**config.mk**
```make
export PLATFORM = sky130hd
export DESIGN_NAME = gfx_regfile
export DESIGN_NICKNAME = d
export VERILOG_FILES = /design/src/verilog/gfx_pkg.sv /design/src/verilog/gfx_regfile.sv
export SDC_FILE = /design/constraint.sdc
export NUM_CORES = 2
export LEC_CHECK = 0
export BUFFER_PORTS_ARGS = -buffer_cell sky130_fd_sc_hd__buf_4
export CELL_PAD_IN_SITES_DETAIL_PLACEMENT = 1
export CELL_PAD_IN_SITES_GLOBAL_PLACEMENT = 2
export CORE_ASPECT_RATIO = 1.5
export CORE_UTILIZATION = 50
export DETAILED_ROUTE_END_ITERATION = 7
export PLACE_DENSITY_LB_ADDON = 0.05
export SLEW_MARGIN = 25
export SYNTH_ARGS = -nofsm -noshare
export SYNTH_HDL_FRONTEND = slang
export SYNTH_SLANG_ARGS = --single-unit
```
**constraint.sdc**
```tcl
create_clock -name clk -period 7.92 [get_ports clk]
set_input_delay 1.98 -clock clk [delete_from_list [all_inputs] [get_ports clk]]
set_output_delay 1.98 -clock clk [all_outputs]
set_load 0.1 [all_outputs]
```
**src/verilog/gfx_pkg.sv**
```systemverilog
package gfx_pkg;

	localparam int lanes = 4;
	localparam int word_width = 32;
	localparam int reg_count = 16;

	typedef logic [$clog2(reg_count)-1:0] reg_idx_t;
	typedef logic [word_width-1:0] word_t;
	typedef logic [lanes-1:0][word_width-1:0] lane_vec_t; // Lane 0 sits in the low word

	typedef enum logic [2:0] {
		op_add,
		op_sub,
		op_and,
		op_xor,
		op_lid,
		op_mul,
		op_gsum,
		op_gmax
	} opcode_t;

	typedef enum logic [1:0] {
		unit_fpint,
		unit_sfu,
		unit_group
	} unit_t;

	typedef struct packed {
		opcode_t opcode;
		reg_idx_t dest;
		reg_idx_t src_a;
		reg_idx_t src_b;
		logic [15:0] imm;
	} shader_op_t;

	typedef struct packed {
		opcode_t opcode;
		reg_idx_t dest;
		logic [15:0] imm;
		lane_vec_t a;
		lane_vec_t b;
	} exec_op_t;

	typedef struct packed {
		reg_idx_t dest;
		lane_vec_t result;
	} wb_t;

endpackage

```
**src/verilog/gfx_regfile.sv**
```systemverilog
module gfx_regfile #(
	parameter int lanes = gfx_pkg::lanes
) (
	input  logic clk,
	input  logic reset,

	input  gfx_pkg::reg_idx_t rd_a_addr,
	output gfx_pkg::lane_vec_t rd_a_data,
	input  gfx_pkg::reg_idx_t rd_b_addr,
	output gfx_pkg::lane_vec_t rd_b_data,

	input  gfx_pkg::reg_idx_t test_addr,
	output gfx_pkg::lane_vec_t test_data,

	input  logic wr_valid,
	input  gfx_pkg::wb_t wr
);

	gfx_pkg::lane_vec_t regs [gfx_pkg::reg_count];

	// Dispatch may issue on the same edge that retires its source, so its ports see the write
	always_comb begin
		rd_a_data = regs[rd_a_addr];
		rd_b_data = regs[rd_b_addr];
		if (wr_valid && wr.dest == rd_a_addr) begin
			rd_a_data = wr.result;
		end
		if (wr_valid && wr.dest == rd_b_addr) begin
			rd_b_data = wr.result;
		end
	end

	assign test_data = regs[test_addr];

	always_ff @(posedge clk) begin
		if (reset) begin
			for (int r = 0; r < gfx_pkg::reg_count; r++) begin
				for (int l = 0; l < lanes; l++) begin
					regs[r][l] <= '0;
				end
			end
		end else if (wr_valid) begin
			regs[wr.dest] <= wr.result;
		end
	end

endmodule

```
==> metrics <==
status finished clean; fin nets 8,296; core footprint 0.248 mm^2; Clock Tree Buf Depth 4; DRT Pass-1 Iters 6; Port Buffers 530; Arrival @ worst endpoint 5.19 ns; Rows 224; WL per Instance 42.5 um; area growth from synthesis to layout 12.0%; Cell Pwr Density 220 mW/mm^2; post-synthesis compound-gate area fraction 3.69%; number of global-route vias before repair 89,300; crit path time final 7.17 ns; Setup crit end kind primary output; CP max FO 36; cts hold-fix bufs 0; Cells after Synth 8,037; most flop-heavy register regs; top-area cell type share of the netlist area 49.4%; CTS tree done; residual DRC count 0; sequential share of the synthesized area 49.4%; Initial Utilization 50.3%; TritonCTS Buffers 215; average vias per placed instance 7.39; ys flop type edfxtp_1; DRT Wirelength 494,000 um; Largest register FFs 2,048; Synth area leader edfxtp_1; Slew Limit Fails 0; Yosys reg bits 2,048; largest family of logic cells by synthesized area multiplexers; TNS Setup 0 ns; Setup Buffers After CTS 0; Synth Area in XOR/XNOR 0.0563%; hold slack 1.49 ns; CTS resizes 0; initial antenna violation count 37; first-pass GRT wire length 687,000 um; Placed Cells 11,200; post-synthesis mux area share 31.9%; f_max 0.140 GHz; CP startpoint rd_b_addr[1]; Synth area leaders edfxtp_1 (49%), mux4_2 (28%), and2_1 (10%); total grt overflow 0; synth warn 0; Horiz. Die Dim 409 um; CTS H-tree depth 4; layout cells sized above 1 35.5%; Sink Count 2,048; DR vias 85,800; Hold WC Path Type input pin to register; largest net degree at the start of global routing 112; height of the chip 613 um; Post-synth top cells and2_1 (2,051), edfxtp_1 (2,048), mux4_2 (1,559), clkbuf_1 (612), a22oi_1 (500); async set-reset flop share out of synthesis 0%; post-synthesis adder-cell area fraction 0%; Post-Synth Simple-Gate Area 11.8%; top flop regs regs: 2048 flops; RePlAce Congestion 0.844; most frequent cell after synthesis and2_1; Setup WS pre-CTS 0.814 ns; total of max-cap violations 0; gr usage total 39.0%; Final WS setup 0.753 ns; hold endpoint regs[1][58]$_SDFFCE_PN0P_; RSZ-0062 raised after global routing no; die area 0.251 mm^2; Yosys cell types 29; mapped cell area 0.125 mm^2; LEAKAGE 48.0 nW; CP Class input pin to primary output; Top Ports 531; Hold Crit Depth 2; HP Start wr[58]; syn nets 8,184; Synth Area per Inst 15.5 um^2; Final Hold Fails 0; Tcrit/Tclk final 90.5%; DP HPWL 273,000 um; Final setup viols 0; CP Launch Type input pin; Worst slew margin 23.3%; Root Buffer clkbuf_16; CTS clk-pin slew, worst paths 0.07 ns; Post-synth EDFFs 2,048; peak supply drop 0.225 mV; Iter 0 DRT Violations 12,900; post-route ant nets 0; CP required 5.94 ns; Non-Filler Instances 11,600; Slew @ Worst Pin 1.15 ns
[routing by layer]
layer	share of wire, %	GRT usage (%)
met4	4.9	17.5
met3	11	8.99
met1	36	50.4
met2	48	63.0
met5	0.031	0
[through the flow]
step	instance area, um^2	utilization, %	total power [mW]
final	139000	56.3	30.7
after global routing	139000	56.3	31.3
after CTS	139000	56.2	30.7
after detailed placement	132000	53.5	20.4
after global placement	132000	53.4	20.3
after floorplan	125000	-	18.2
[critical path: stages]
cell and delay [ns]:
buf_6 0.50, buf_4 0.64, mux4_2 0.33, mux2i_1 0.07, or2_2 0.30, a31oi_1 0.77, buf_4 0.43
[area by class of cell]
| type | instances | area [um^2] |
|---|---|---|
| antenna | 14 | 35.0 |
| tap | 3277 | 4100 |
| multi-input combinational | 5091 | 59300 |
| clock buffer | 256 | 5600 |
| fill | 22600 | 108000 |
| timing repair buffer | 793 | 7560 |
| sequential | 2048 | 61500 |
| clock inverter | 128 | 1300 |
[power by group]
group | leakage [nW] | internal (mW) | switching (mW)
sequential | 19.5 | 12.6 | 0.502
combinational | 25.2 | 2.35 | 4.86
clock | 3.34 | 5.86 | 4.52
[how the worst max path moves through the flow]
| stage | end | slack, ns |
|---|---|---|
| global route | rd_b_data[21] | 0.61 |
| CTS | rd_b_data[21] | 0.81 |
| global placement | rd_b_data[21] | 0.85 |
| floorplan | rd_b_data[17] | 1.12 |
| detailed placement | rd_b_data[21] | 0.81 |
| finish | rd_b_data[21] | 0.75 |
[layout by cell type (no fill, tap or decap), types with 33 or more instances in the layout]
master     instances
a21oi_1           55
edfxtp_1        2048
clkinv_1          49
a22oi_1          500
mux2_2           231
clkbuf_1          38
mux4_2          1559
a211oi_1          55
nand2_1          228
buf_4            663
buf_12           117
and2_1          2048
mux2i_1          198
nor2b_1           55
clkinv_2          33
clkbuf_16        218
[logic make-up after synthesis]
family	after synthesis
flops	2048
buf+inv	898
simple gates	2460
compound gates	635
mux	1988
xor+xnor	8
Power figures use the tool's default switching activity.
