File: src/verilog/gfx_pkg.sv
package gfx_pkg;

	localparam int lanes = 4;
	localparam int word_width = 32;
	localparam int reg_count = 16;

	typedef logic [$clog2(reg_count)-1:0] reg_idx_t;
	typedef logic [word_width-1:0] word_t;
	typedef logic [lanes-1:0][word_width-1:0] lane_vec_t; // Lane 0 sits in the low word

	typedef enum logic [2:0] {
		op_add,
		op_sub,
		op_and,
		op_xor,
		op_lid,
		op_mul,
		op_gsum,
		op_gmax
	} opcode_t;

	typedef enum logic [1:0] {
		unit_fpint,
		unit_sfu,
		unit_group
	} unit_t;

	typedef struct packed {
		opcode_t opcode;
		reg_idx_t dest;
		reg_idx_t src_a;
		reg_idx_t src_b;
		logic [15:0] imm;
	} shader_op_t;

	typedef struct packed {
		opcode_t opcode;
		reg_idx_t dest;
		logic [15:0] imm;
		lane_vec_t a;
		lane_vec_t b;
	} exec_op_t;

	typedef struct packed {
		reg_idx_t dest;
		lane_vec_t result;
	} wb_t;

endpackage

File: src/verilog/gfx_shader_writeback_arbiter.sv
module gfx_shader_writeback_arbiter2_prio (
	input  logic clk,
	input  logic reset,

	input  logic a_valid,
	output logic a_ready,
	input  gfx_pkg::wb_t a,

	input  logic b_valid,
	output logic b_ready,
	input  gfx_pkg::wb_t b,

	output logic out_valid,
	input  logic out_ready,
	output gfx_pkg::wb_t out
);

	assign out_valid = a_valid | b_valid;
	assign out = a_valid ? a : b;
	assign a_ready = out_ready;
	assign b_ready = out_ready & ~a_valid;

	// A refused low-priority result must wait, not vanish
	assert property (@(posedge clk) disable iff (reset)
		b_valid && !b_ready |=> b_valid);

endmodule

module gfx_shader_writeback_arbiter (
	input  logic clk,
	input  logic reset,

	input  logic p0_valid,
	output logic p0_ready,
	input  gfx_pkg::wb_t p0,

	input  logic p1_valid,
	output logic p1_ready,
	input  gfx_pkg::wb_t p1,

	input  logic p2_valid,
	output logic p2_ready,
	input  gfx_pkg::wb_t p2,

	output logic out_valid,
	output gfx_pkg::wb_t out
);

	logic mid_valid, mid_ready;
	gfx_pkg::wb_t mid;

	gfx_shader_writeback_arbiter2_prio arbiter_p1_p2 (
		.clk,
		.reset,
		.a_valid(p1_valid),
		.a_ready(p1_ready),
		.a(p1),
		.b_valid(p2_valid),
		.b_ready(p2_ready),
		.b(p2),
		.out_valid(mid_valid),
		.out_ready(mid_ready),
		.out(mid)
	);

	gfx_shader_writeback_arbiter2_prio arbiter_out (
		.clk,
		.reset,
		.a_valid(p0_valid),
		.a_ready(p0_ready),
		.a(p0),
		.b_valid(mid_valid),
		.b_ready(mid_ready),
		.b(mid),
		.out_valid,
		.out_ready(1'b1), // Register file always takes the write
		.out
	);

	// The integer pipeline cannot stall, so it must never lose arbitration
	assert property (@(posedge clk) disable iff (reset)
		p0_valid |-> p0_ready);

endmodule

File: config.mk
export PLATFORM = sky130hd
export DESIGN_NAME = gfx_shader_writeback_arbiter
export DESIGN_NICKNAME = d
export VERILOG_FILES = /design/src/verilog/gfx_pkg.sv /design/src/verilog/gfx_shader_writeback_arbiter.sv
export SDC_FILE = /design/constraint.sdc
export NUM_CORES = 1
export LEC_CHECK = 0
export BUFFER_PORTS_ARGS = -buffer_cell sky130_fd_sc_hd__buf_2
export CAP_MARGIN = 5
export CORE_AREA = 2 2 208 210
export DETAILED_ROUTE_END_ITERATION = 6
export DIE_AREA = 0 0 210 212
export PLACE_DENSITY_LB_ADDON = 0.08
export SYNTH_ARGS = -nofsm -noshare
export SYNTH_HDL_FRONTEND = slang
export SYNTH_HIERARCHICAL = 1
export SYNTH_SLANG_ARGS = --single-unit
export TNS_END_PERCENT = 20
File: constraint.sdc
create_clock -name vclk -period 1.35
set_input_delay 0.2025 -clock vclk [all_inputs]
set_output_delay 0.2025 -clock vclk [all_outputs]
set_load 0.01 [all_outputs]
==> results.md <==
- The run finished, with violations left.
- The final reports fail on setup timing.
- The wire length of the first global-routing pass is 31.1 mm.
- The aggregate routed wire length is between 20 and 25 mm.
- The analysis attributes to cell leakage a power of 4.45 nW.
- Using the TritonRoute via totals, the vias-per-cell ratio works out to 3.36.
- After the first detailed-routing iteration, the DRC count stood at between 70 and 80.
- The cell class contributing the biggest share of worst-path delay is multiplexers.
- The maximum fanout encountered on the critical timing path is 8.
- Traced cell by cell, the critical path runs through buf_16, clkbuf_16, mux2_4, mux2_4, buf_6.
- The kind of capture point of the worst setup path is an output port.
- Each instance of the synthesized netlist takes up on average 12.3 um2.
- In the layout the commonest cells are buf_2, mux2_4, buf_6.
- The setup slack after layout is -107 ps.
- VDD sags by at most 0.000130 V.
- The largest individual stage delay along the critical path comes from the cell mux2_4.
- The cell that appears most often on the critical path is mux2_4.
- The leading cell type in the layout, fill and taps excluded is buf_2.
- The core region is 0.0425 mm2.
- For this run, the post-layout net count is 1254.
- On the worst path, the slowest cell contributes a delay of 310 ps.
- In this run the core area contains 76 standard-cell rows.
- The power per standard cell area is about 360 mW/mm2.
- The overall die width is 210 um.
- The max-slew violation count was 0.
- The last weighted congestion value of the routability-driven placer is 0.737.
- The number of distinct library cell variants in the gate-level netlist after synthesis is 8.
- The starting density of the core is 0.0871.
- The arrival time of the worst setup path is 1250 ps.
- The share of synthesized area occupied by flip-flops and latches is 0.
- The final critical delay including setup and external delays is ~1500 ps.
- The total iterations of the first detailed-routing run is 3.
- The total count of hold-check failures in the final report is 0.
- The die covers 0.0445 mm2.
- Setup violations remaining at the end of the flow were counted as 131.
- Across all layers, the routed design uses 4707 vias.
- In the final routed layout, each cell accounts on average for 17.0 um.
- Counting the fill cells in the layout gives ~4800.
- In the finished design, the share of the clock period the worst path needs comes to 1.08.
- The buffers plus inverters on the worst setup path is 3.
- The maximum number of pins on one net before global-route repair is 20.
- The layout has 0 clock buffers.
- In the final layout, flip-flops and latches occupy 0 um2.
- The area growth from synthesis to layout is 125%.
- The total of hold buffers inserted after clock tree synthesis is 0.
- In the global route stage, overall resource usage came out at 0.0932.
- The maximum clock frequency is 686 MHz.
- During placement, the flow inserted port buffers numbering 534.
- The worst setup path is of the primary input to output port kind.
- During synthesis, Yosys emitted a total of 6 warnings.
- The via count of the first global-routing pass is 5036.
- The remaining routing DRC violations is 0.
- The detail route stage leaves a number of antenna-violating nets equal to 0.
- The kind of start point of the critical path is a primary input.
- The total grt overflow is 0.
- The share of layout cells above drive strength 1 is 0.995.
- The total of max-cap violations is 0.
- The worst endpoint required time is 1150 ps.
- The half-perimeter wire length after detailed placement is 20.3 mm.
- The worst hold path belongs to the class primary input to output port.
- Final hold analysis gives a worst-case slack of 698 ps.
- The count of mapped cells out of synthesis is 301.
- There are 0 flip-flops and latches.
- The chip height is roughly 210 um.
- Setup repair after global routing could not meet its margin everywhere.
- The cell area after synthesis is 0.00370 mm2.
- Pin placement for this block handled 537 I/O pins.
- The number of antenna violations at the first check in global routing came to 7.
- Adding up every negative setup slack in the final design gives -7540 ps.
final timing paths:
check      from  endpoint  slack (ps)  cells past startpoint
min     p0[101]  out[101]         700                      3
max    p1_valid   out[39]        -110                      5
synthesized netlist by cell type (all sizes together):
cell type	instances	area share
or2	2	0.0034
conb	1	0.0010
buf	32	0.072
mux2	264	0.92
nor2b	2	0.0034
per-layer routing:
layer / vias to the layer above / part of all wire / global-route usage
met4: 4 / 0.0024 / 0.00122
li1: 2243 / - / -
met1: 2129 / 0.33 / 0.0871
met2: 319 / 0.57 / 0.202
met5: - / 0.0011 / 0
met3: 12 / 0.099 / 0.0301
where the power goes:
group	leakage (nW)	total (W)	switching (W)	internal [W]
Combinational	4.45	0.00302	0.00105	0.00197
Sequential	0	0	0	0
Clock	0.0000127	0.000000000198	0	0.000000000198
final cells by class:
class,instances,area [um2],area share
multi-input cells,270,3630,0.436
well taps,546,683,0.0819
diodes,2,5.00,0.000600
repair buffers,581,4020,0.482
timing repair:
action	CTS	global route
setup endpoints to repair	133	133
buffers inserted	1	1
gates cloned	4	3
resized for setup	96	88
per-stage QoR:
step | util | setup slack, ps | cells | area [um2] | total power, W
floorplan | - | -14.3 | 302 | 3750 | 0.00134
global placement | 0.170 | -355 | 1388 | 7250 | 0.00252
detailed placement | 0.170 | -370 | 1388 | 7250 | 0.00250
CTS | 0.185 | -150 | 1393 | 7880 | 0.00284
global route | 0.196 | -143 | 1397 | 8330 | 0.00323
finish | 0.196 | -107 | 1399 | 8340 | 0.00302
kinds of logic after synthesis:
group / synth area share
buf+inv: 0.0716
simple gates: 0.00676
other cells: 0.00101
mux: 0.921
Power figures use the tool's default switching activity.
