**config.mk**
```make
export PLATFORM = sky130hd
export DESIGN_NAME = gfx_shader_dispatch
export DESIGN_NICKNAME = d
export VERILOG_FILES = /design/src/verilog/gfx_pkg.sv /design/src/verilog/gfx_shader_dispatch.sv
export SDC_FILE = /design/constraint.sdc
export NUM_CORES = 1
export LEC_CHECK = 0
export BUFFER_PORTS_ARGS = -buffer_cell sky130_fd_sc_hd__buf_2
export CORE_AREA = 2 2 227 229
export DETAILED_ROUTE_END_ITERATION = 8
export DIE_AREA = 0 0 229 231
export SLEW_MARGIN = 5
export SYNTH_ARGS = -nofsm -noshare
export SYNTH_HDL_FRONTEND = slang
export SYNTH_SLANG_ARGS = --single-unit
export TNS_END_PERCENT = 100
```
**constraint.sdc**
```tcl
create_clock -name clk -period 6 [get_ports clk]
set_input_delay 0.9 -clock clk [delete_from_list [all_inputs] [get_ports clk]]
set_output_delay 0.9 -clock clk [all_outputs]
set_load 0.02 [all_outputs]
```
**src/verilog/gfx_pkg.sv**
```systemverilog
package gfx_pkg;

	localparam int lanes = 4;
	localparam int word_width = 32;
	localparam int reg_count = 16;

	typedef logic [$clog2(reg_count)-1:0] reg_idx_t;
	typedef logic [word_width-1:0] word_t;
	typedef logic [lanes-1:0][word_width-1:0] lane_vec_t; // Lane 0 sits in the low word

	typedef enum logic [2:0] {
		op_add,
		op_sub,
		op_and,
		op_xor,
		op_lid,
		op_mul,
		op_gsum,
		op_gmax
	} opcode_t;

	typedef enum logic [1:0] {
		unit_fpint,
		unit_sfu,
		unit_group
	} unit_t;

	typedef struct packed {
		opcode_t opcode;
		reg_idx_t dest;
		reg_idx_t src_a;
		reg_idx_t src_b;
		logic [15:0] imm;
	} shader_op_t;

	typedef struct packed {
		opcode_t opcode;
		reg_idx_t dest;
		logic [15:0] imm;
		lane_vec_t a;
		lane_vec_t b;
	} exec_op_t;

	typedef struct packed {
		reg_idx_t dest;
		lane_vec_t result;
	} wb_t;

endpackage

```
**src/verilog/gfx_shader_dispatch.sv**
```systemverilog
module gfx_shader_dispatch #(
	parameter int lanes = gfx_pkg::lanes
) (
	input  logic clk,
	input  logic reset,

	input  logic op_valid,
	output logic op_ready,
	input  gfx_pkg::shader_op_t op,

	output gfx_pkg::reg_idx_t rd_a_addr,
	output gfx_pkg::reg_idx_t rd_b_addr,
	input  gfx_pkg::lane_vec_t rd_a_data,
	input  gfx_pkg::lane_vec_t rd_b_data,

	output logic fpint_valid,
	input  logic fpint_ready,
	output logic sfu_valid,
	input  logic sfu_ready,
	output logic group_valid,
	input  logic group_ready,
	output gfx_pkg::exec_op_t issue,

	input  logic wb_done,
	input  gfx_pkg::reg_idx_t wb_dest,

	input  logic units_busy,
	output logic idle
);

	logic held_valid;
	gfx_pkg::shader_op_t held;
	logic [gfx_pkg::reg_count-1:0] sb, sb_clear, sb_live, sb_set;
	gfx_pkg::unit_t unit;
	logic uses_b, hazard, issue_valid, issue_fire;

	always_comb begin
		sb_clear = '0;
		sb_set = '0;
		if (wb_done) begin
			sb_clear[wb_dest] = 1'b1;
		end
		if (issue_fire) begin
			sb_set[held.dest] = 1'b1;
		end
	end

	assign sb_live = sb & ~sb_clear; // A retiring write frees its register this cycle
	assign hazard = sb_live[held.src_a] | sb_live[held.src_b] | sb_live[held.dest];
	assign issue_valid = held_valid & ~hazard;

	always_comb begin
		case (held.opcode)
			gfx_pkg::op_mul: begin
				unit = gfx_pkg::unit_sfu;
				uses_b = 1'b1;
			end
			gfx_pkg::op_gsum, gfx_pkg::op_gmax: begin
				unit = gfx_pkg::unit_group;
				uses_b = 1'b0;
			end
			gfx_pkg::op_lid: begin
				unit = gfx_pkg::unit_fpint;
				uses_b = 1'b0;
			end
			default: begin
				unit = gfx_pkg::unit_fpint;
				uses_b = 1'b1;
			end
		endcase
	end

	assign fpint_valid = issue_valid & (unit == gfx_pkg::unit_fpint);
	assign sfu_valid = issue_valid & (unit == gfx_pkg::unit_sfu);
	assign group_valid = issue_valid & (unit == gfx_pkg::unit_group);
	assign issue_fire = (fpint_valid & fpint_ready) | (sfu_valid & sfu_ready)
		| (group_valid & group_ready);

	assign op_ready = ~held_valid | issue_fire;
	assign rd_a_addr = held.src_a;
	assign rd_b_addr = held.src_b;

	always_comb begin
		issue.opcode = held.opcode;
		issue.dest = held.dest;
		issue.imm = held.imm;
		for (int l = 0; l < lanes; l++) begin
			issue.a[l] = rd_a_data[l];
			issue.b[l] = uses_b ? rd_b_data[l] : '0; // Unused operand stays quiet
		end
	end

	assign idle = ~held_valid & ~|sb & ~units_busy;

	always_ff @(posedge clk) begin
		if (reset) begin
			held_valid <= 1'b0;
			sb <= '0;
		end else begin
			if (op_valid && op_ready) begin
				held_valid <= 1'b1;
			end else if (issue_fire) begin
				held_valid <= 1'b0;
			end
			sb <= sb_live | sb_set;
		end
		if (op_valid && op_ready) begin
			held <= op;
		end
	end

	assert property (@(posedge clk) disable iff (reset)
		$onehot0({fpint_valid, sfu_valid, group_valid}));

endmodule

```
==> impl_metrics.env <==
export IMPL_status="complete, no violations"
export IMPL_via_per_inst=3.21
export IMPL_synth_xor_area_frac=0.00208
export IMPL_powerDensity_nw_per_um2=194
export IMPL_core_area_sq_um=50700
export IMPL_yosysWarnings=0
export IMPL_wl_met3_mm=3.03
export IMPL_setup_ws_ns=1.46
export IMPL_route_detailed_drc=0
export IMPL_maxSlewViolCount=0
export IMPL_final_common_cell="buf_2"
export IMPL_synthCells=491
export IMPL_rows=83
export IMPL_slew_limit_headroom=0.234
export IMPL_cp_arrival_ns=3.64
export IMPL_ioPinCount=591
export IMPL_grt_first_pass_wirelength_mm=35.5
export IMPL_max_freq_mhz=220
export IMPL_top_layer_used="met4"
export IMPL_synth_cell_types=47
export IMPL_p_sw_uw=395
export IMPL_grt_max_degree=129
export IMPL_totalWireLength_mm=27.9
export IMPL_cap_violations=0
export IMPL_ir_worst_vdd_mv=0.123
export IMPL_muxShareOfSynthArea=0.0332
export IMPL_port_buffers=334
export IMPL_worstSetupPathType="in2out"
export IMPL_cts_resized=0
export IMPL_wl_per_cell_microns=20.4
export IMPL_track_usage=0.0982
export IMPL_cts_made_buffers=5
export IMPL_hold_violations=0
export IMPL_clk_path_buf_depth=2
export IMPL_syn_to_final_growth_pct=40.0
export IMPL_power_total_uw=1140
export IMPL_tightestPinTransition_ns=1.15
export IMPL_synth_simple_gate_area_share=0.302
export IMPL_critPathRequiredTime_ns=5.10
export IMPL_synth_ff_type="edfxtp_1"
export IMPL_sw_frac_of_total=0.346
export IMPL_internal_power_uw=747
export IMPL_clkPwrFrac=0.335
export IMPL_synthArstFlopShare=0
export IMPL_antenna_found_initial=18
export IMPL_fp_dieH_microns=231
export IMPL_nets=976
export IMPL_cts_sinks=48
export IMPL_period_minus_slack_ns=4.54
export IMPL_fin_crit_sh=0.756
export IMPL_synth_compound_area_frac=0.0991
export IMPL_die_w_microns=229
export IMPL_grt_overflow_total=0
export IMPL_drt_antenna_violating_nets=0
export IMPL_yosysSeqAreaShare=0.302
export IMPL_skew_ns=0.0125
export IMPL_synth_fa_ha_area_frac=0
export IMPL_dr_wl_met2_mm=16.2
export IMPL_postCtsSetupBuffers=0
export IMPL_ctsHoldBuffers=0
export IMPL_synth_edff_count=31
export IMPL_dpl_hpwl_mm=24.6
export IMPL_wl_met1_mm=6.76
export IMPL_netlist_area_sq_um=4220
export IMPL_first_pass_iters=4
export IMPL_cts_root_buf="clkbuf_16"
export IMPL_combPwrFrac=0.321
export IMPL_worstSkewPairLatency_ns=0.30
export IMPL_fp_dieArea_sq_um=52900
export IMPL_final_cell_mix="buf_2 (334), and2_1 (129), edfxtp_1 (31), o21ai_0 (22), nor4_1 (20)"
export IMPL_critPathLaunchType="input port"
export IMPL_p_leak_uw=0.00257
export IMPL_avgSynthCellArea_sq_um=8.59
export IMPL_drive_gt1_frac=0.529
export IMPL_fin_setup_tns_ns=0
export IMPL_htreeDepth=2
export IMPL_finalSetupViolations=0
export IMPL_gp_congestion=0.840
export IMPL_ys_ff_latch=48
export IMPL_crit_fanout=12
export IMPL_cts_clk_slew_worst_paths_ns=0.07
export IMPL_start_util=0.0832
export IMPL_syn_num_nets=790
export IMPL_grt_pass1_vias=4401
export IMPL_dp_slack_ns=1.43
export IMPL_cts_tree="done"
export IMPL_power_frac_seq=0.344
export IMPL_endpoint_kind="output port"
export IMPL_rsz0062_at_grt="no"
export IMPL_via_count=4377
export IMPL_worstHoldPathType="reg2reg"
export IMPL_synth_top_family_by_area="simple AND/OR/NAND/NOR gates"
export IMPL_drt_initial_drc_count=216
final cells by class:
class                           count  area [sq um]
Antenna cell                        7          17.5
Clock buffer                        5           125
Clock inverter                      3          68.8
Fill cell                        5936         44800
Inverter                            6          22.5
Multi-Input combinational cell    280          1860
Sequential cell                    48          1270
Tap cell                          680           851
Timing Repair Buffer              336          1690
critical path: stages:
cell	delay, ns
buf_2	0.11
nand3_1	0.19
o21ai_0	0.54
o22ai_1	0.17
a222oi_1	0.30
and3_1	0.44
and3_1	0.57
and3_1	0.24
buf_2	0.17
sequential cells by signal (all words and copies together) (netlist names):
signal	count
issue	23
sb	16
rd_a_addr	4
rd_b_addr	4
held_valid	1
synthesized netlist by cell type, types with 5 or more instances:
cell / n / area share
clkbuf_1: 23 / 0.020
and3_1: 5 / 0.0074
nor2_1: 5 / 0.0045
nand2b_1: 8 / 0.012
and2_1: 129 / 0.19
o2bb2ai_1: 6 / 0.012
nand3_1: 5 / 0.0059
edfxtp_1: 31 / 0.22
dfxtp_1: 17 / 0.081
mux2i_1: 5 / 0.012
buf_4: 128 / 0.23
nor4_1: 20 / 0.030
nand4_1: 12 / 0.018
o21ai_0: 22 / 0.026
nand2_1: 8 / 0.0071
inv_1: 6 / 0.0053
power groups by stage:
stage | Sequential (uW) | Clock [uW] | Combinational [uW]
after floorplan | 403 | 0 | 314
after global placement | 402 | 0 | 372
after detailed placement | 402 | 0 | 370
after CTS | 394 | 400 | 372
after global routing | 396 | 410 | 393
final | 393 | 383 | 367
logic make-up after synthesis:
family | after synthesis
simple gates | 208
buf+inv | 163
compound gates | 61
flops | 48
mux | 10
xor+xnor | 1
layer usage:
layer,up-vias,track usage
met5,-,0
met4,0,0.0672
met3,140,0.0367
met2,373,0.206
met1,1925,0.0698
li1,1939,-
path summary, 6_finish.rpt:
| check | endpoint | from | slack, ns | cells past startpoint |
|---|---|---|---|---|
| worst max-delay path | sfu_valid | wb_done | 1.46 | 9 |
| worst min-delay path | sb[1] | sb[1] | 0.55 | 2 |
| worst max register to register | issue[272] | issue[272] | 2.53 | 6 |
| worst min register to register | sb[1] | sb[1] | 0.55 | 2 |
metrics by stage:
| step | instance area (sq um) | hold slack [ns] | utilization | std cells |
|---|---|---|---|---|
| after floorplan | 4220 | 0.471 | - | 491 |
| after global placement | 5690 | 0.555 | 0.112 | 1350 |
| after detailed placement | 5690 | 0.529 | 0.112 | 1350 |
| after CTS | 5880 | 0.542 | 0.116 | 1358 |
| after global routing | 5890 | 0.594 | 0.116 | 1362 |
| final | 5900 | 0.555 | 0.116 | 1365 |
(Power assumes the default switching activity.)
