`config.mk`:
```
export PLATFORM = sky130hd
export DESIGN_NAME = gfx_shader_sfu
export DESIGN_NICKNAME = d
export VERILOG_FILES = /design/src/verilog/gfx_pkg.sv /design/src/verilog/gfx_shader_sfu.sv
export SDC_FILE = /design/constraint.sdc
export NUM_CORES = 1
export LEC_CHECK = 0
export CAP_MARGIN = 40
export CORE_MARGIN = 2
export CORE_UTILIZATION = 60
export DETAILED_ROUTE_END_ITERATION = 7
export DONT_BUFFER_PORTS = 1
export PLACE_DENSITY = 0.76
export SETUP_SLACK_MARGIN = 0.5
export SLEW_MARGIN = 20
export SYNTH_ARGS = -nofsm -noshare
export SYNTH_HDL_FRONTEND = slang
export SYNTH_SLANG_ARGS = --single-unit
```
`constraint.sdc`:
```
create_clock -name clk -period 13 [get_ports clk]
set_input_delay 1.3 -clock clk [delete_from_list [all_inputs] [get_ports clk]]
set_output_delay 1.3 -clock clk [all_outputs]
set_load 0.01 [all_outputs]
```
`src/verilog/gfx_pkg.sv`:
```
package gfx_pkg;

	localparam int lanes = 4;
	localparam int word_width = 32;
	localparam int reg_count = 16;

	typedef logic [$clog2(reg_count)-1:0] reg_idx_t;
	typedef logic [word_width-1:0] word_t;
	typedef logic [lanes-1:0][word_width-1:0] lane_vec_t; // Lane 0 sits in the low word

	typedef enum logic [2:0] {
		op_add,
		op_sub,
		op_and,
		op_xor,
		op_lid,
		op_mul,
		op_gsum,
		op_gmax
	} opcode_t;

	typedef enum logic [1:0] {
		unit_fpint,
		unit_sfu,
		unit_group
	} unit_t;

	typedef struct packed {
		opcode_t opcode;
		reg_idx_t dest;
		reg_idx_t src_a;
		reg_idx_t src_b;
		logic [15:0] imm;
	} shader_op_t;

	typedef struct packed {
		opcode_t opcode;
		reg_idx_t dest;
		logic [15:0] imm;
		lane_vec_t a;
		lane_vec_t b;
	} exec_op_t;

	typedef struct packed {
		reg_idx_t dest;
		lane_vec_t result;
	} wb_t;

endpackage

```
`src/verilog/gfx_shader_sfu.sv`:
```
module gfx_shader_sfu #(
	parameter int lanes = gfx_pkg::lanes
) (
	input  logic clk,
	input  logic reset,

	input  logic in_valid,
	output logic in_ready,
	input  gfx_pkg::exec_op_t op,

	output logic wb_valid,
	input  logic wb_ready,
	output gfx_pkg::wb_t wb,

	output logic busy
);

	logic running;
	gfx_pkg::reg_idx_t dest;
	gfx_pkg::lane_vec_t mcand, mplier, acc;
	gfx_pkg::lane_vec_t mcand_next, mplier_next, acc_next;

	always_comb begin
		for (int l = 0; l < lanes; l++) begin
			acc_next[l] = mplier[l][0] ? acc[l] + mcand[l] : acc[l];
			mcand_next[l] = mcand[l] << 1; // Bits past the word fall out of the low product
			mplier_next[l] = mplier[l] >> 1;
		end
	end

	assign in_ready = ~running & ~wb_valid;
	assign busy = running | wb_valid;
	assign wb.dest = dest;
	assign wb.result = acc;

	always_ff @(posedge clk) begin
		if (reset) begin
			running <= 1'b0;
			wb_valid <= 1'b0;
		end else if (in_valid && in_ready) begin
			running <= 1'b1;
		end else if (running && mplier_next == '0) begin
			// Ends as soon as no lane has multiplier bits left
			running <= 1'b0;
			wb_valid <= 1'b1;
		end else if (wb_valid && wb_ready) begin
			wb_valid <= 1'b0;
		end
	end

	always_ff @(posedge clk) begin
		if (in_valid && in_ready) begin
			dest <= op.dest;
			mcand <= op.a;
			mplier <= op.b;
			acc <= '0;
		end else if (running) begin
			mcand <= mcand_next;
			mplier <= mplier_next;
			acc <= acc_next;
		end
	end

	assert property (@(posedge clk) disable iff (reset)
		wb_valid && !wb_ready |=> wb_valid && $stable(wb));

endmodule

```
==> impl_metrics.csv, run 1 <==
group,metric,value,unit
timing,worst_clock_skew,0.02335,ns
power_and_ir_drop,combPwrFrac,0.247,
power_and_ir_drop,powerDensity,174.4,nW/um^2
critical_path,start_kind,"input port",
synth,synth.most_common_cell,"nand2_1",
critical_path,r2r_slack,9.29,ns
place,hpwl,39400,um
synth,synth_cells,2483,
status,run_status,"completed",
power_and_ir_drop,p_sw,1.336,mW
place,port_buffers,0,
timing,worstMarginPinSlew,0.8064,ns
floorplan,core_area,35570,um^2
synth,ys_top_cells_by_area,"edfxtp_1 (36%), nand2_1 (16%), dfxtp_1 (12%), ha_1 (7.1%), a21oi_1 (4.1%)",
global_routing,grt_max_degree,119,
synth,synth-edff-count,260,
synth,yosys-top-cells-count,"nand2_1 (939), edfxtp_1 (260), a21oi_1 (176), dfxtp_1 (130), ha_1 (124)",
clock_tree,cts_sinks,390,
drt,ant_nets,0,
drt,wl_per_cell,18.90,um
min_path,hold_depth,2,
timing,fin_hold_ws,0.5217,ns
synth,syn_area,21720,um^2
floorplan,ios,418,
critical_path,cp.arrival,3.95,ns
critical_path,end_kind,"flip-flop",
timing,finalCritPeriodShare,0.2887,
timing,setup_violations,0,
floorplan,initial_core_util,0.6107,
synth,ys_types,78,
critical_path,crit_type,"input port to flip-flop",
finish,drive_gt1_frac,0.05210,
clock_tree,tritoncts,"built",
finish,fin_util,0.6687,
synth,synth-async-reset-ratio,0,
drt,viasPerCell,5.945,
place,place.gp.congestion,0.9352,
finish,area_delta_synth_final,9.486,%
clock_tree,clkLatencyLatePin,0.57,ns
global_routing,track_usage,0.2894,
clock_tree,cts_setup_buffers,0,
synth,synth_top_area_frac,0.3594,
timing,final.min_clock_period,3.753,ns
flow_run,cap_violations,0,
clock_tree,cts_buffers,44,
timing,rsz0062_at_grt,"false",
power_and_ir_drop,internal-power,2.811,mW
critical_path,rr_endpoint,"mplier[77]$_DFFE_PP_",
power_and_ir_drop,p_clk_frac,0.330,
synth,syn_nets,2894,
critical_path,r2r_cells,7,
timing,drv_slew,0,
synth,synth_ff_type,"edfxtp_1",
global_routing,grt_first_pass_wirelength,88490,um
global_routing,antenna_found_initial,6,
power_and_ir_drop,pwr-share-seq,0.423,
critical_path,worst-endpoint-required,13.20,ns
timing,tns,0,ns
min_path,holdPathEnd,"wb[5]$_SDFFE_PP0P_",
timing,finalHoldViolCount,0,
min_path,min-delay-start,"wb[5]$_SDFFE_PP0P_",
clock_tree,clk_pin_slew,0.06,ns
power_and_ir_drop,power.leakage,10.49,nW
synth,synth_seq_cells,390,
floorplan,row_count,69,
drt,dr.first_iter.drc_count,996,
floorplan,die_h,194.3,um
clock_tree,ctsHoldBuffers,0,
floorplan,die_x,194.3,um
critical_path,worstPathMaxFanout,103,
drt,num_vias,17490,
synth,yosys.area.top_type,"edfxtp_1",
timing,fmax,266.5,MHz
global_routing,gr-total-overflow,0,
clock_tree,ctsResizeCount,0,
synth,yosysSeqAreaShare,0.4792,
drt,routed_wl,55590,um
timing,slew_headroom,0.4624,
global_routing,grt_pass1_vias,16910,
clock_tree,cts_max_level,2,
clock_tree,cts.path.max_buffers,3,
synth,yosysWarnings,0,
critical_path,r2r_start,"wb_valid$_SDFFE_PP0P_",
drt,post-route-drc-count,0,
clock_tree,clockRootBuffer,"clkbuf_16",
synth,syn_avg_cell_area,8.749,um^2
min_path,hp-class,"flip-flop to flip-flop",
floorplan,dieArea,37740,um^2
drt,first_pass_iters,5,
power_and_ir_drop,peakVddDrop,0.0001554,V
power_and_ir_drop,sw_frac_of_total,0.3222,
finish,fin_nets,2852,
## cell type report
class	instances	area, um^2
Antenna cell	5	12.51
Clock buffer	53	1217
Clock inverter	28	369.1
Fill cell	2842	11790
Inverter	31	131.4
Multi-Input combinational cell	1950	10750
Sequential cell	390	10410
Tap cell	461	576.8
Timing Repair Buffer	24	320.3
## worst max-delay path by stage
stage                         from                     end  slack (ns)  depth (start not counted)
after floorplan           in_valid  mcand[0]$_SDFFCE_PN0P_        5.84                          4
after global placement    in_valid     mcand[31]$_DFFE_PP_        8.59                          5
after detailed placement  in_valid    mplier[59]$_DFFE_PP_        8.59                          6
after CTS                 in_valid    mplier[15]$_DFFE_PP_        9.19                          6
after global routing      in_valid   mplier[121]$_DFFE_PP_        9.07                          6
final                     in_valid    mplier[77]$_DFFE_PP_        9.25                          6
## placed cells by master (no fill, tap or decap), types with 7 or more instances in the layout
master / n
ha_1: 124
nor4_1: 35
buf_4: 14
nor2_1: 85
a21oi_1: 176
xor2_1: 38
nand4_1: 22
edfxtp_1: 260
nand2b_1: 17
a21o_1: 51
clkbuf_16: 46
nand3_1: 62
o21bai_1: 17
xnor2_1: 65
mux2i_1: 7
a31oi_1: 15
bufinv_16: 9
inv_1: 29
and2_1: 10
o21ai_0: 102
nor3_1: 13
clkinv_2: 11
o21a_1: 7
and3_1: 15
a211oi_1: 27
nor2b_1: 15
o21ai_1: 8
dfxtp_1: 130
nand2_1: 938
## cells by family after synthesis
family | after synthesis | synth area share
adder cells (fa/ha/maj) | 128 | 0.07511
XOR/XNOR | 103 | 0.04153
AND/OR/NAND/NOR | 1243 | 0.2377
multiplexers | 7 | 0.003226
AO/OA/AOI/OAI | 469 | 0.1368
flip-flops | 390 | 0.4792
buffers and inverters | 143 | 0.02644
## sequential cells by signal (all words and copies together) (netlist names)
name,cells
mcand,128
running,1
dest,4
mplier,128
wb_valid,1
wb,128
## worst max-delay path: stages
cell     delay, ns
nand2_4       0.28
inv_8         0.56
nor2_1        0.24
inv_8         0.24
buf_16        0.34
buf_4         0.73
## layer usage
layer	track usage	vias to the layer above	part of all wire
li1	-	8562	-
met3	0.09080	134	0.099
met5	0	-	0.00029
met2	0.4596	634	0.46
met1	0.3676	8158	0.41
met4	0.1198	2	0.038
## power groups by stage
stage	Clock, mW	Combinational, mW	Sequential, mW
finish	1.37	1.03	1.75
CTS	1.39	1.01	1.75
global route	1.44	1.16	1.78
floorplan	0	0.827	1.72
detailed placement	0	1.00	1.78
global placement	0	0.958	1.77
## through the flow
stage          setup slack [ns]  power [mW]  instances  instance area (um^2)
3_3_place_gp              8.593       2.729       2846                 21970
3_5_place_dp              8.591       2.779       2851                 22070
2_1_floorplan             5.836       2.550       2483                 21720
4_1_cts                   9.187       4.152       2932                 23660
6_report                  9.247       4.148       2942                 23780
5_1_grt                   9.072       4.367       2942                 23780
(Power assumes the default switching activity.)
==> inputs of run 2 (changes only) <==
ABC_AREA = 1   (was not set)
clock period = 3.5 ns   (was 13 ns; I/O delays follow)
==> impl_metrics.csv, run 2 <==
group,metric,value,unit
status,run_status,"completed",
critical_path,worst-endpoint-required,4.02,ns
timing,worst_clock_skew,0.03717,ns
critical_path,r2r_slack,1.13,ns
synth,syn_area,25880,um^2
floorplan,die_x,211.7,um
finish,final_common_cell,"nand2_1",
timing,tns,0,ns
synth,ys_types,25,
floorplan,dieArea,44810,um^2
synth,synth_top_area_frac,0.3017,
synth,yosysWarnings,0,
clock_tree,ctsResizeCount,0,
critical_path,start_kind,"flip-flop",
power_and_ir_drop,power,15.64,mW
power_and_ir_drop,peakVddDrop,0.0005448,V
clock_tree,clkLatencyLatePin,0.59,ns
synth,synth_seq_cells,390,
drt,wl_per_cell,16.32,um
synth,yosys.area.top_type,"edfxtp_1",
drt,routed_wl,74580,um
timing,drv_slew,0,
flow_run,cap_violations,0,
finish,fin_nets,4396,
clock_tree,cts_buffers,43,
timing,final.min_clock_period,2.370,ns
critical_path,cp.arrival,2.89,ns
place,hpwl,50510,um
critical_path,worstPathMaxFanout,40,
timing,finalCritPeriodShare,0.6770,
timing,finalHoldViolCount,0,
clock_tree,tritoncts,"built",
synth,yosys-top-cells-count,"nand2_1 (1473), inv_1 (769), edfxtp_1 (260), o21ai_0 (235), nand3_1 (193)",
finish,area_delta_synth_final,16.33,%
place,port_buffers,0,
power_and_ir_drop,powerDensity,519.3,nW/um^2
drt,ant_nets,0,
place,placed_cell_area,26280,um^2
synth,synth-edff-count,260,
floorplan,die_h,211.7,um
timing,slew_headroom,0.3803,
timing,fmax,422.0,MHz
synth,syn_avg_cell_area,6.852,um^2
synth,synth_ff_type,"edfxtp_1",
synth,synth-async-reset-ratio,0,
finish,drive_gt1_frac,0.02414,
floorplan,ios,418,
power_and_ir_drop,power.leakage,16.40,nW
clock_tree,cts_max_level,2,
global_routing,antenna_found_initial,6,
critical_path,end_kind,"flip-flop",
min_path,hp-class,"input port to flip-flop",
synth,syn_nets,4188,
clock_tree,cts_sinks,390,
critical_path,crit_type,"flip-flop to flip-flop",
floorplan,core_area,42790,um^2
floorplan,initial_core_util,0.6048,
global_routing,gr-total-overflow,0,
clock_tree,cts_setup_buffers,0,
floorplan,row_count,76,
place,place_inst,4248,
drt,num_vias,24030,
timing,setup_violations,0,
drt,viasPerCell,5.259,
finish,layoutNonFillerInstCount,4569,
synth,synth_cells,3777,
global_routing,grt_pass1_vias,22980,
clock_tree,clk_pin_slew,0.06,ns
clock_tree,clockRootBuffer,"clkbuf_16",
drt,dr.first_iter.drc_count,1817,
timing,worstMarginPinSlew,0.9295,ns
drt,first_pass_iters,5,
drt,post-route-drc-count,0,
finish,design_area,30110,um^2
place,place.gp.congestion,0.9667,
timing,rsz0062_at_grt,"false",
synth,yosysSeqAreaShare,0.4022,
global_routing,track_usage,0.3287,
synth,ys_top_cells_by_area,"edfxtp_1 (30%), nand2_1 (21%), inv_1 (11%), dfxtp_1 (10%), ha_1 (6.0%)",
clock_tree,cts.path.max_buffers,3,
finish,layout_common_cells,"nand2_1 (1472), inv_1 (769), edfxtp_1 (260)",
synth,synth.most_common_cell,"nand2_1",
finish,fin_util,0.7036,
global_routing,grt_first_pass_wirelength,116700,um
global_routing,grt_max_degree,201,
[run 2: cell count changes after synthesis, sizes merged, moves of 53 or more]
| cell | change |
|---|---|
| a21oi | -90 |
| clkbuf | -60 |
| inv | +739 |
| nand2 | +532 |
| nand3 | +131 |
| nor2 | +105 |
| o21ai | +121 |
| o21bai | +55 |
| xnor2 | -53 |
[run 2: final timing paths]
kind,startpoint,end,cells past startpoint
setup / recovery,running$_SDFFE_PP0P_,wb[46]$_SDFFE_PP0P_,6
hold / removal,op[9],mplier[9]$_DFFE_PP_,2
setup reg to reg,running$_SDFFE_PP0P_,wb[46]$_SDFFE_PP0P_,6
hold reg to reg,mcand[88]$_DFFE_PP_,mcand[89]$_DFFE_PP_,2
[run 2: cells by family (layout without fill, tap and decap cells)]
group / after synthesis / count (layout) / synth area share
compound gates: 409 / 409 / 0.08722
xor+xnor: 60 / 60 / 0.02031
fa+ha+maj: 128 / 128 / 0.06304
buf+inv: 864 / 1105 / 0.1322
flops: 390 / 390 / 0.4022
other cells: 0 / 5 / 0
simple gates: 1926 / 1926 / 0.2950
[run 2: routing by layer]
| layer | up-vias | part of all wire | track usage | routed length (um) |
|---|---|---|---|---|
| li1 | 12110 | - | - | - |
| met1 | 10720 | 0.41 | 0.4057 | 30490 |
| met2 | 989 | 0.46 | 0.5491 | 34280 |
| met3 | 204 | 0.087 | 0.07714 | 6464 |
| met4 | 4 | 0.044 | 0.1464 | 3317 |
| met5 | - | 0.00035 | 0 | 26 |
[run 2: report_power, final]
| group | total (mW) | switching, mW | internal [mW] |
|---|---|---|---|
| logic | 4.57 | 2.94 | 1.63 |
| clock network | 4.72 | 1.96 | 2.77 |
| registers | 6.34 | 0.631 | 5.71 |
| total | 15.6 | 5.53 | 10.1 |
[run 2: layout make-up]
type | instances | area (um^2)
fill | 3412 | 12680
clock buffer | 59 | 1156
inverter | 770 | 2898
timing repair buffer | 257 | 2600
multi-input combinational | 2523 | 12070
tap | 546 | 683.2
sequential | 390 | 10410
antenna | 5 | 12.51
clock inverter | 19 | 271.5
[run 2: stage by stage]
stage | hold WS [ns] | worst slack, ns
2_1_floorplan | 0.4117 | 0.4341
3_3_place_gp | 0.4133 | 1.256
3_5_place_dp | 0.4153 | 1.188
4_1_cts | 0.001238 | 1.145
5_1_grt | 0.0009404 | 0.8984
6_report | 0.01812 | 1.130
[run 2: timing repair]
item,in CTS,in global routing
hold endpoints to repair,238,0
setup endpoints to repair,0,0
hold buffers,238,0
[run 2: critical path, cell delays in order, from the launching register on]
cell and delay, ns:
dfxtp_2 0.46, nand2_1 0.46, inv_1 0.43, buf_4 0.44, o21ai_0 0.17, o21bai_1 0.23, inv_1 0.07
