[src/verilog/gfx_pkg.sv]
package gfx_pkg;

	localparam int lanes = 4;
	localparam int word_width = 32;
	localparam int reg_count = 16;

	typedef logic [$clog2(reg_count)-1:0] reg_idx_t;
	typedef logic [word_width-1:0] word_t;
	typedef logic [lanes-1:0][word_width-1:0] lane_vec_t; // Lane 0 sits in the low word

	typedef enum logic [2:0] {
		op_add,
		op_sub,
		op_and,
		op_xor,
		op_lid,
		op_mul,
		op_gsum,
		op_gmax
	} opcode_t;

	typedef enum logic [1:0] {
		unit_fpint,
		unit_sfu,
		unit_group
	} unit_t;

	typedef struct packed {
		opcode_t opcode;
		reg_idx_t dest;
		reg_idx_t src_a;
		reg_idx_t src_b;
		logic [15:0] imm;
	} shader_op_t;

	typedef struct packed {
		opcode_t opcode;
		reg_idx_t dest;
		logic [15:0] imm;
		lane_vec_t a;
		lane_vec_t b;
	} exec_op_t;

	typedef struct packed {
		reg_idx_t dest;
		lane_vec_t result;
	} wb_t;

endpackage

[src/verilog/gfx_shader_fpint.sv]
module gfx_shader_fpint #(
	parameter int lanes = gfx_pkg::lanes
) (
	input  logic clk,
	input  logic reset,

	input  logic in_valid,
	output logic in_ready,
	input  gfx_pkg::exec_op_t op,

	output logic wb_valid,
	output gfx_pkg::wb_t wb
);

	gfx_pkg::lane_vec_t result;
	logic s1_valid;
	gfx_pkg::wb_t s1;

	assign in_ready = 1'b1; // Fully pipelined, one operation per cycle

	always_comb begin
		for (int l = 0; l < lanes; l++) begin
			case (op.opcode)
				gfx_pkg::op_add: result[l] = op.a[l] + op.b[l];
				gfx_pkg::op_sub: result[l] = op.a[l] - op.b[l];
				gfx_pkg::op_and: result[l] = op.a[l] & op.b[l];
				gfx_pkg::op_xor: result[l] = op.a[l] ^ op.b[l];
				gfx_pkg::op_lid: result[l] = gfx_pkg::word_t'(op.imm) + gfx_pkg::word_t'(l);
				default: result[l] = '0;
			endcase
		end
	end

	always_ff @(posedge clk) begin
		if (reset) begin
			s1_valid <= 1'b0;
			wb_valid <= 1'b0;
		end else begin
			s1_valid <= in_valid & in_ready;
			wb_valid <= s1_valid;
		end
		s1.dest <= op.dest;
		s1.result <= result;
		wb <= s1;
	end

endmodule

[config.mk]
export PLATFORM = sky130hd
export DESIGN_NAME = gfx_shader_fpint
export DESIGN_NICKNAME = d
export VERILOG_FILES = /design/src/verilog/gfx_pkg.sv /design/src/verilog/gfx_shader_fpint.sv
export SDC_FILE = /design/constraint.sdc
export NUM_CORES = 1
export LEC_CHECK = 0
export BUFFER_PORTS_ARGS = -buffer_cell sky130_fd_sc_hd__buf_2
export CAP_MARGIN = 15
export CORE_MARGIN = 3
export CORE_UTILIZATION = 30
export CTS_BUF_LIST = sky130_fd_sc_hd__clkbuf_8
export CTS_CLUSTER_DIAMETER = 100
export CTS_CLUSTER_SIZE = 14
export DETAILED_ROUTE_END_ITERATION = 10
export PLACE_DENSITY_LB_ADDON = 0.12
export SYNTH_ARGS = -nofsm -noshare
export SYNTH_HDL_FRONTEND = slang
export SYNTH_SLANG_ARGS = --single-unit
[constraint.sdc]
create_clock -name clk -period 6.38 [get_ports clk]
set_input_delay 1.276 -clock clk [delete_from_list [all_inputs] [get_ports clk]]
set_output_delay 1.276 -clock clk [all_outputs]
set_load 0.02 [all_outputs]
==> results of run 1 <==
==> worst paths after layout <==
kind,startpoint,end,slack (ps)
hold / removal,s1[17],wb[17],310
setup / recovery,op[4],s1[31],1230
hold reg to reg,s1[17],wb[17],310
setup reg to reg,s1_valid,wb_valid,5870
==> cell usage in the layout (no fill, tap or decap), types with 6 or more instances in the layout <==
master,count
buf_2,413
dfxtp_1,266
ha_1,260
nand2_1,149
a21oi_1,145
xor2_1,142
nor2_1,138
xnor2_1,120
mux2i_1,119
o21ai_0,97
a21o_1,66
o22ai_1,54
inv_1,48
nand3_1,42
o221ai_1,42
nor3_1,28
nand2b_1,28
o31ai_1,27
clkbuf_8,27
a31oi_1,26
buf_4,24
a211oi_1,23
o21a_1,21
nor2b_1,20
diode_2,18
nand4_1,18
and3_1,16
or3_1,14
nor4_1,13
o211ai_1,11
or2_2,9
o21bai_1,9
a31o_2,8
and4_1,7
or4_1,6
o41ai_1,6
o31a_1,6
a221o_1,6
and2_1,6
or3_4,6
==> synth_stat cells, types with 5 or more instances <==
| master | count | share of area |
|---|---|---|
| or3_4 | 6 | 0.0035 |
| o31ai_1 | 27 | 0.011 |
| dfxtp_1 | 266 | 0.28 |
| o21a_1 | 21 | 0.0082 |
| inv_1 | 47 | 0.0092 |
| a21o_1 | 66 | 0.026 |
| or4_1 | 6 | 0.0023 |
| and3_1 | 16 | 0.0052 |
| o31a_1 | 6 | 0.0027 |
| a31o_2 | 8 | 0.0036 |
| o211ai_1 | 11 | 0.0043 |
| o221ai_1 | 42 | 0.019 |
| a22oi_1 | 5 | 0.0019 |
| or2_2 | 10 | 0.0032 |
| or3_1 | 14 | 0.0045 |
| xor2_1 | 142 | 0.065 |
| a21oi_1 | 145 | 0.038 |
| nand2b_1 | 29 | 0.0094 |
| ha_1 | 260 | 0.17 |
| nand3_1 | 42 | 0.011 |
| xnor2_1 | 120 | 0.055 |
| buf_1 | 18 | 0.0035 |
| o21ai_0 | 97 | 0.025 |
| clkbuf_1 | 75 | 0.015 |
| nor4_1 | 13 | 0.0042 |
| a211oi_1 | 23 | 0.0090 |
| and4_1 | 7 | 0.0032 |
| a31oi_1 | 26 | 0.0084 |
| and2_1 | 6 | 0.0019 |
| o22ai_1 | 54 | 0.018 |
| nor3_1 | 28 | 0.0073 |
| nor2_1 | 141 | 0.027 |
| mux2i_1 | 119 | 0.062 |
| nand4_1 | 18 | 0.0058 |
| o41ai_1 | 6 | 0.0027 |
| o2111ai_1 | 5 | 0.0023 |
| a221o_1 | 6 | 0.0031 |
| nand2_1 | 150 | 0.029 |
| nor2b_1 | 20 | 0.0065 |
| mux2_2 | 5 | 0.0029 |
| o21bai_1 | 9 | 0.0035 |
==> layer usage <==
metal	routed length [um]	vias up	track usage	part of all wire
met2	36100	460	0.374	0.49
met4	1890	26	0.0564	0.026
li1	-	8740	-	-
met1	30200	8388	0.247	0.41
met5	170	-	0	0.0023
met3	4840	117	0.0502	0.066
==> final cells by class <==
| cell class | instances | area share |
|---|---|---|
| Sequential cell | 266 | 0.234 |
| Timing Repair Buffer | 438 | 0.0992 |
| Clock buffer | 27 | 0.0163 |
| Antenna cell | 18 | 0.00198 |
| Tap cell | 846 | 0.0465 |
| Inverter | 48 | 0.00792 |
| Clock inverter | 7 | 0.00385 |
| Multi-Input combinational cell | 1770 | 0.590 |
==> power breakdown <==
group          internal [mW]  leakage (nW)  switching [mW]  total [mW]
clock                  0.434         0.236           0.665        1.10
sequential              1.89          2.22          0.0602        1.95
combinational          0.754          8.18            1.13        1.88
==> per-stage QoR <==
stage	std cells	utilization	area [um2]
3_5_place_dp	3368	0.351	22300
5_1_grt	3412	0.359	22700
4_1_cts	3402	0.359	22700
2_1_floorplan	2178	-	19300
6_report	3420	0.359	22800
3_3_place_gp	3368	0.351	22300
==> sequential cells by signal (all words and copies together), names as in the netlist <==
| name | flops |
|---|---|
| s1 | 132 |
| s1_valid | 1 |
| wb_valid | 1 |
| wb | 132 |
==> kinds of logic (layout without fill, tap and decap cells) <==
family                   after synthesis  count (layout)  synth area share
AO/OA/AOI/OAI                        590             590             0.201
XOR/XNOR                             262             262             0.119
adder cells (fa/ha/maj)              264             264             0.173
buffers and inverters                142             520            0.0279
flip-flops                           266             266             0.277
multiplexers                         124             124            0.0648
other                                  1              19          0.000195
AND/OR/NAND/NOR                      529             529             0.137
==> results_dict.tcl, run 1 <==
set metrics [dict create \
    endpoint_kind "flop" \
    cts_made_buffers 25 \
    cp_max_fo 7 \
    via_count 17700 \
    dieWidth_um 259 \
    crit_chain "buf_2 -> nor3_1 -> nand2b_1 -> nor3_2 -> nand2_1 -> or4_1 -> o21ai_0 -> xor2_1 -> ha_1 -> a21oi_1 -> o21ai_0 -> nor4_1 -> nand4b_1 -> o21ai_0 -> o221ai_1 -> nor2_1 -> o31a_1 -> or4_1 -> o211ai_1" \
    grt_max_degree 50 \
    p_leak_nw 10.6 \
    total_power_mw 4.93 \
    rsz0062_at_grt "no" \
    multiInputGateArea_mm2 0.0134 \
    synth_area_mm2 0.0193 \
    synth_edf_count 0 \
    worstHoldPathType "reg2reg" \
    cts_resized 0 \
    drive_gt1_frac 0.203 \
    status "completed" \
    fin_nets 3095 \
    ys_dominant_reg_cell "dfxtp_1" \
    antenna_found_initial 31 \
    synth_cell_types 75 \
    syn_area_per_cell_um2 8.84 \
    clockRootBuffer "clkbuf_8" \
    port_buffers 414 \
    drtPass1Iterations 5 \
    via_per_inst 5.18 \
    crit_cells 19 \
    vdd_drop_max_mv 0.152 \
    start_util 0.304 \
    ys_seq_area_frac 0.277 \
    tightest_slew_ps 1050 \
    power_density_mw_per_mm2 217 \
    hold_violations 0 \
    fp.coreArea_mm2 0.0633 \
    fillers 6678 \
    pre_cts_slack_ps 513 \
    post_cts_buffers 0 \
    setup_viol 0 \
    crit_buf_inv 1 \
    maxCapViolations 0 \
    synthCells 2178 \
    cts_hold_buf 0 \
    grt_usage 0.208 \
    fin_skew_ps 34.8 \
    cp-start-kind "primary input" \
    synth_fp_nets 2724 \
    wl_um 73200 \
    layout_min_cycle_time_ps 5150 \
    cts.sinks 266 \
    layout_setup_ws_ps 1230 \
    cp.required_ps 6950 \
    seq_area_mm2 0.00533 \
    dp_hpwl_um 57500 \
    drv_slew 0 \
    whs_path_depth 0 \
    drc 0 \
    max_stage_delay_ps 510 \
    num_rows 92 \
    crit_slowest_cell "or4_1" \
    place_congestion 0.863 \
    cp.arrival_ps 5730 \
    crit_type "in2reg" \
    h-tree-depth 1 \
    die_area_mm2 0.0672 \
    pin_count 416 \
    yosys_warnings 0 \
    drtAntennaViolNets 0 \
    post-route-period-util 0.808 \
    timing.fmax_mhz 194 \
    setup_tns_ps 0 \
    hold_slack_ps 309 \
    ys_ff_latch 266 \
    cp_common_cell "o21ai_0" \
    overflow 0 \
    cp_top_family "simple AND/OR/NAND/NOR gates" \
    grt_pass1_vias 18200 \
    cts.reportedPaths.clkPinSlew_ps 100 \
    fp.dieH_um 259 \
    wire_per_inst_um 21.4 \
    clockBufferDepth 3 \
    tritoncts "built" \
    worstSkewPairLatency_ps 640 \
    synthArstFlopShare 0 \
    grt_pass1_wl_um 108000 \
    drt_iter0_markers 762 \
    max_slew_margin 0.297 \
    r2r_cells 1 \
    areaGrowthSynthToFinish_pct 18.2 \
]
Power figures use the tool's default switching activity.
==> inputs of run 2 (changes only) <==
==> constraint.sdc (replaced) <==
create_clock -name clk -period 4.2 [get_ports clk]
set_input_delay 0.84 -clock clk [delete_from_list [all_inputs] [get_ports clk]]
set_output_delay 0.84 -clock clk [all_outputs]
set_load 0.02 [all_outputs]
==> results_dict.tcl, run 2 (synthesized netlist as in run 1, its figures left out) <==
set metrics [dict create \
    cp-start-kind "primary input" \
    die_area_mm2 0.0672 \
    grt_pass1_vias 19600 \
    start_util 0.304 \
    hold_slack_ps 311 \
    cts.sinks 266 \
    drt_iter0_markers 835 \
    grt_pass1_wl_um 112000 \
    via_count 19200 \
    status "completed" \
    wire_per_inst_um 19.6 \
    via_per_inst 5.02 \
    fp.dieH_um 259 \
    post-route-period-util 0.989 \
    antenna_found_initial 23 \
    cts_made_buffers 24 \
    rsz0062_at_grt "yes" \
    hold_path_end "s1[130]" \
    stdcell_area_mm2 0.0262 \
    drtAntennaViolNets 0 \
    cts.reportedPaths.clkPinSlew_ps 90 \
    stdcell_count 3820 \
    dp.cells 3773 \
    clockRootBuffer "clkbuf_8" \
    tightest_slew_ps 1110 \
    cp.required_ps 4750 \
    timing.rr.end "wb_valid" \
    worstHoldPathType "in2reg" \
    pre_cts_slack_ps -842 \
    drc 0 \
    layout_setup_ws_ps 47.9 \
    crit_start "op[4]" \
    r2r_cells 1 \
    drive_gt1_frac 0.330 \
    final_cell_mix "buf_4, buf_2, dfxtp_1, ha_1, nand2_1" \
    hold_violations 0 \
    drv_slew 0 \
    dieWidth_um 259 \
    rrSetupSlack_ps 3680 \
    reg_top3 "s1 (132), wb (132)" \
    whs_path_depth 1 \
    crit_type "in2reg" \
    layout_min_cycle_time_ps 4150 \
    fin_skew_ps 9.25 \
    endpoint_kind "flop" \
    cp.arrival_ps 4700 \
    num_rows 92 \
    h-tree-depth 1 \
    cts_hold_buf 0 \
    tritoncts "built" \
    min_from "op[274]" \
    pin_count 416 \
    grt_max_degree 56 \
    timing.fmax_mhz 241 \
    clockBufferDepth 3 \
    dp_hpwl_um 60200 \
    layout_commonest_cell "buf_4" \
    fp.coreArea_mm2 0.0633 \
    dpl_cell_area_mm2 0.0255 \
    wl_um 74900 \
    fin_nets 3502 \
    vdd_drop_max_mv 0.282 \
    maxCapViolations 0 \
    setup_viol 0 \
    max_slew_margin 0.263 \
    areaGrowthSynthToFinish_pct 35.9 \
    overflow 0 \
    port_buffers 414 \
    place_congestion 0.873 \
    cp_max_fo 4 \
    total_power_mw 8.03 \
    grt_usage 0.212 \
    worstSkewPairLatency_ps 630 \
    setup_tns_ps 0 \
    r2r_start "s1_valid" \
    p_leak_nw 12.7 \
    final_core_util 0.413 \
    drtPass1Iterations 5 \
    power_density_mw_per_mm2 307 \
]
## run 2: report_power, final
| part | switching [mW] | total [mW] | internal [mW] |
|---|---|---|---|
| registers | 0.0955 | 2.97 | 2.87 |
| clock network | 0.946 | 1.61 | 0.669 |
| logic | 1.86 | 3.45 | 1.59 |
## run 2: metal layers
layer  vias up  wire, um  GRT usage
met2       438     37700      0.394
met3        97      4040     0.0388
li1       9550         -          -
met5         -       105          0
met4        18      1360     0.0439
met1      9058     31700      0.253
## run 2: critical path, stage by stage
cell and delay (ps):
buf_2 120, nor3_4 210, nand2b_1 140, nor3_4 240
nand2_1 110, or4_4 470, buf_4 160, nor3_4 180
nor2_1 70, xnor2_1 120, ha_1 320, a21o_1 170
a21o_1 180, a21oi_2 160, nand3b_1 110, o221ai_2 230
nor2_1 90, o31a_1 290, or4_1 390, o211ai_1 100
## run 2: worst max path at each step
stage	endpoint	slack, ps	depth (start not counted)
finish	s1[31]	50	20
detailed placement	s1[127]	-840	21
CTS	s1[31]	10	19
floorplan	s1[62]	-50	17
global route	s1[31]	-120	20
global placement	s1[127]	-820	21
## run 2: layout make-up
class | count | area, um2
diodes | 13 | 32.5
clock inverters | 6 | 88.8
fillers | 6543 | 37100
well taps | 846 | 1060
repair buffers | 846 | 5360
inverters | 48 | 183
multi-input cells | 1770 | 13800
clock buffers | 25 | 344
flip-flops and latches | 266 | 5330
## run 2: what timing repair did
action,CTS,global route
endpoints found under the setup margin,1,22
setup buffers,0,3
resized for setup,2,46
pin swaps,0,11
==> inputs of run 3 (changes only) <==
--- a/config.mk
+++ b/config.mk
@@ -7,7 +7,6 @@
 export LEC_CHECK = 0
 export BUFFER_PORTS_ARGS = -buffer_cell sky130_fd_sc_hd__buf_2
 export CAP_MARGIN = 15
-export CORE_MARGIN = 3
 export CORE_UTILIZATION = 30
 export CTS_BUF_LIST = sky130_fd_sc_hd__clkbuf_8
 export CTS_CLUSTER_DIAMETER = 100
==> results_dict.tcl, run 3 (synthesized netlist as in run 1, its figures left out) <==
set metrics [dict create \
    cp.required_ps 4790 \
    fp.dieH_um 255 \
    vdd_drop_max_mv 0.201 \
    setup_viol 0 \
    place_congestion 0.879 \
    drt_iter0_markers 876 \
    post_cts_buffers 0 \
    overflow 0 \
    layout_commonest_cell "buf_4" \
    drive_gt1_frac 0.326 \
    cp_max_fo 3 \
    power_density_mw_per_mm2 307 \
    grt_pass1_vias 19800 \
    p_leak_nw 12.6 \
    cts_hold_buf 0 \
    max_stage_delay_ps 460 \
    pin_count 416 \
    drc 0 \
    seq_area_mm2 0.00533 \
    drtAntennaViolNets 0 \
    cp_top_family "simple AND/OR/NAND/NOR gates" \
    cts.reportedPaths.clkPinSlew_ps 100 \
    multiInputGateArea_mm2 0.0137 \
    worstSkewPairLatency_ps 660 \
    cts_made_buffers 26 \
    fp.coreArea_mm2 0.0632 \
    dp.cells 3766 \
    grt_usage 0.220 \
    layout_min_cycle_time_ps 4060 \
    layout_setup_ws_ps 136 \
    final_cell_mix "buf_4, buf_2, dfxtp_1, ha_1, nand2_1" \
    status "completed" \
    dp_hpwl_um 59400 \
    wl_um 74100 \
    die_area_mm2 0.0652 \
    port_buffers 414 \
    fin_nets 3494 \
    worstHoldPathType "in2reg" \
    rsz0062_at_grt "yes" \
    endpoint_kind "flop" \
    h-tree-depth 1 \
    antenna_found_initial 25 \
    wire_per_inst_um 19.4 \
    total_power_mw 8.01 \
    cts.sinks 266 \
    fin_skew_ps 28.7 \
    stdcell_area_mm2 0.0261 \
    tightest_slew_ps 1040 \
    clockRootBuffer "clkbuf_8" \
    cp-start-kind "primary input" \
    fillers 6449 \
    stdcell_count 3814 \
    crit_type "in2reg" \
    pre_cts_slack_ps -912 \
    crit_buf_inv 2 \
    max_slew_margin 0.305 \
    dpl_cell_area_mm2 0.0254 \
    crit_slowest_cell "or4_4" \
    grt_pass1_wl_um 113000 \
    dieWidth_um 255 \
    via_per_inst 5.02 \
    num_rows 92 \
    reg_top3 "s1 (132), wb (132)" \
    grt_max_degree 54 \
    drtPass1Iterations 5 \
    maxCapViolations 0 \
    areaGrowthSynthToFinish_pct 35.3 \
    cp.arrival_ps 4660 \
    cp_common_cell "nor3_4" \
    clockBufferDepth 3 \
    tritoncts "built" \
    post-route-period-util 0.968 \
    start_util 0.305 \
    timing.fmax_mhz 246 \
    drv_slew 0 \
    via_count 19100 \
    crit_chain "buf_2 -> nor3_4 -> nand2b_1 -> nor3_4 -> nand2_2 -> or4_4 -> buf_4 -> nor3_4 -> nor2_1 -> xnor2_1 -> ha_1 -> a21o_1 -> a21o_1 -> a21oi_2 -> nand3b_1 -> o221ai_2 -> nor2_1 -> o31a_1 -> or4_1 -> o211ai_1" \
    hold_violations 0 \
]
-- run 3: cell types whose count changed in the layout (fill, tap and decap cells not counted), moves of 3 or more --
cell | previous run | this run
a31oi_2 | 6 | 3
clkinvlp_4 | 0 | 3
a21oi_2 | 6 | 3
inv_6 | 0 | 4
a21oi_1 | 139 | 142
buf_4 | 428 | 418
o21ai_0 | 84 | 88
a31oi_1 | 20 | 23
-- run 3: routing by layer --
metal	track usage	wire length [um]
met5	0	126
met4	0.0639	1920
met3	0.0429	3980
met2	0.393	36400
met1	0.264	31600
-- run 3: final cells by class --
class | count | area share
clock inverter | 9 | 0.00317
timing repair buffer | 836 | 0.203
multi-input combinational | 1770 | 0.526
tap | 846 | 0.0406
inverter | 48 | 0.00701
clock buffer | 27 | 0.0143
sequential | 266 | 0.204
antenna | 12 | 0.00115
-- run 3: timing repair --
| item | CTS | global route |
|---|---|---|
| pin swaps | 1 | 4 |
| resized for setup | 3 | 32 |
| endpoints found under the hold margin | 0 | 0 |
| cloned | 0 | 0 |
| endpoints found under the setup margin | 3 | 20 |
-- run 3: worst paths after layout --
path             from  endpoint  slack [ps]  depth (start not counted)
max             op[4]    s1[31]         140                         20
min reg2reg    s1[71]    wb[71]         310                          0
max reg2reg  s1_valid  wb_valid        3690                          1
min           op[273]   s1[129]         260                          1
-- run 3: report_power, final --
| part | leakage (nW) | total [mW] | internal, mW | switching [mW] |
|---|---|---|---|---|
| Combinational | 10.2 | 3.43 | 1.58 | 1.85 |
| Clock | 0.224 | 1.63 | 0.610 | 1.02 |
| Sequential | 2.22 | 2.96 | 2.87 | 0.0894 |
-- run 3: per-stage QoR --
stage / TNS, ps / hold slack [ps] / utilization
global placement: -24990 / 310 / 0.402
finish: 0 / 265 / 0.412
global route: -38.7 / 201 / 0.412
CTS: 0 / 189 / 0.409
floorplan: -55.3 / 310 / -
detailed placement: -26390 / 312 / 0.402
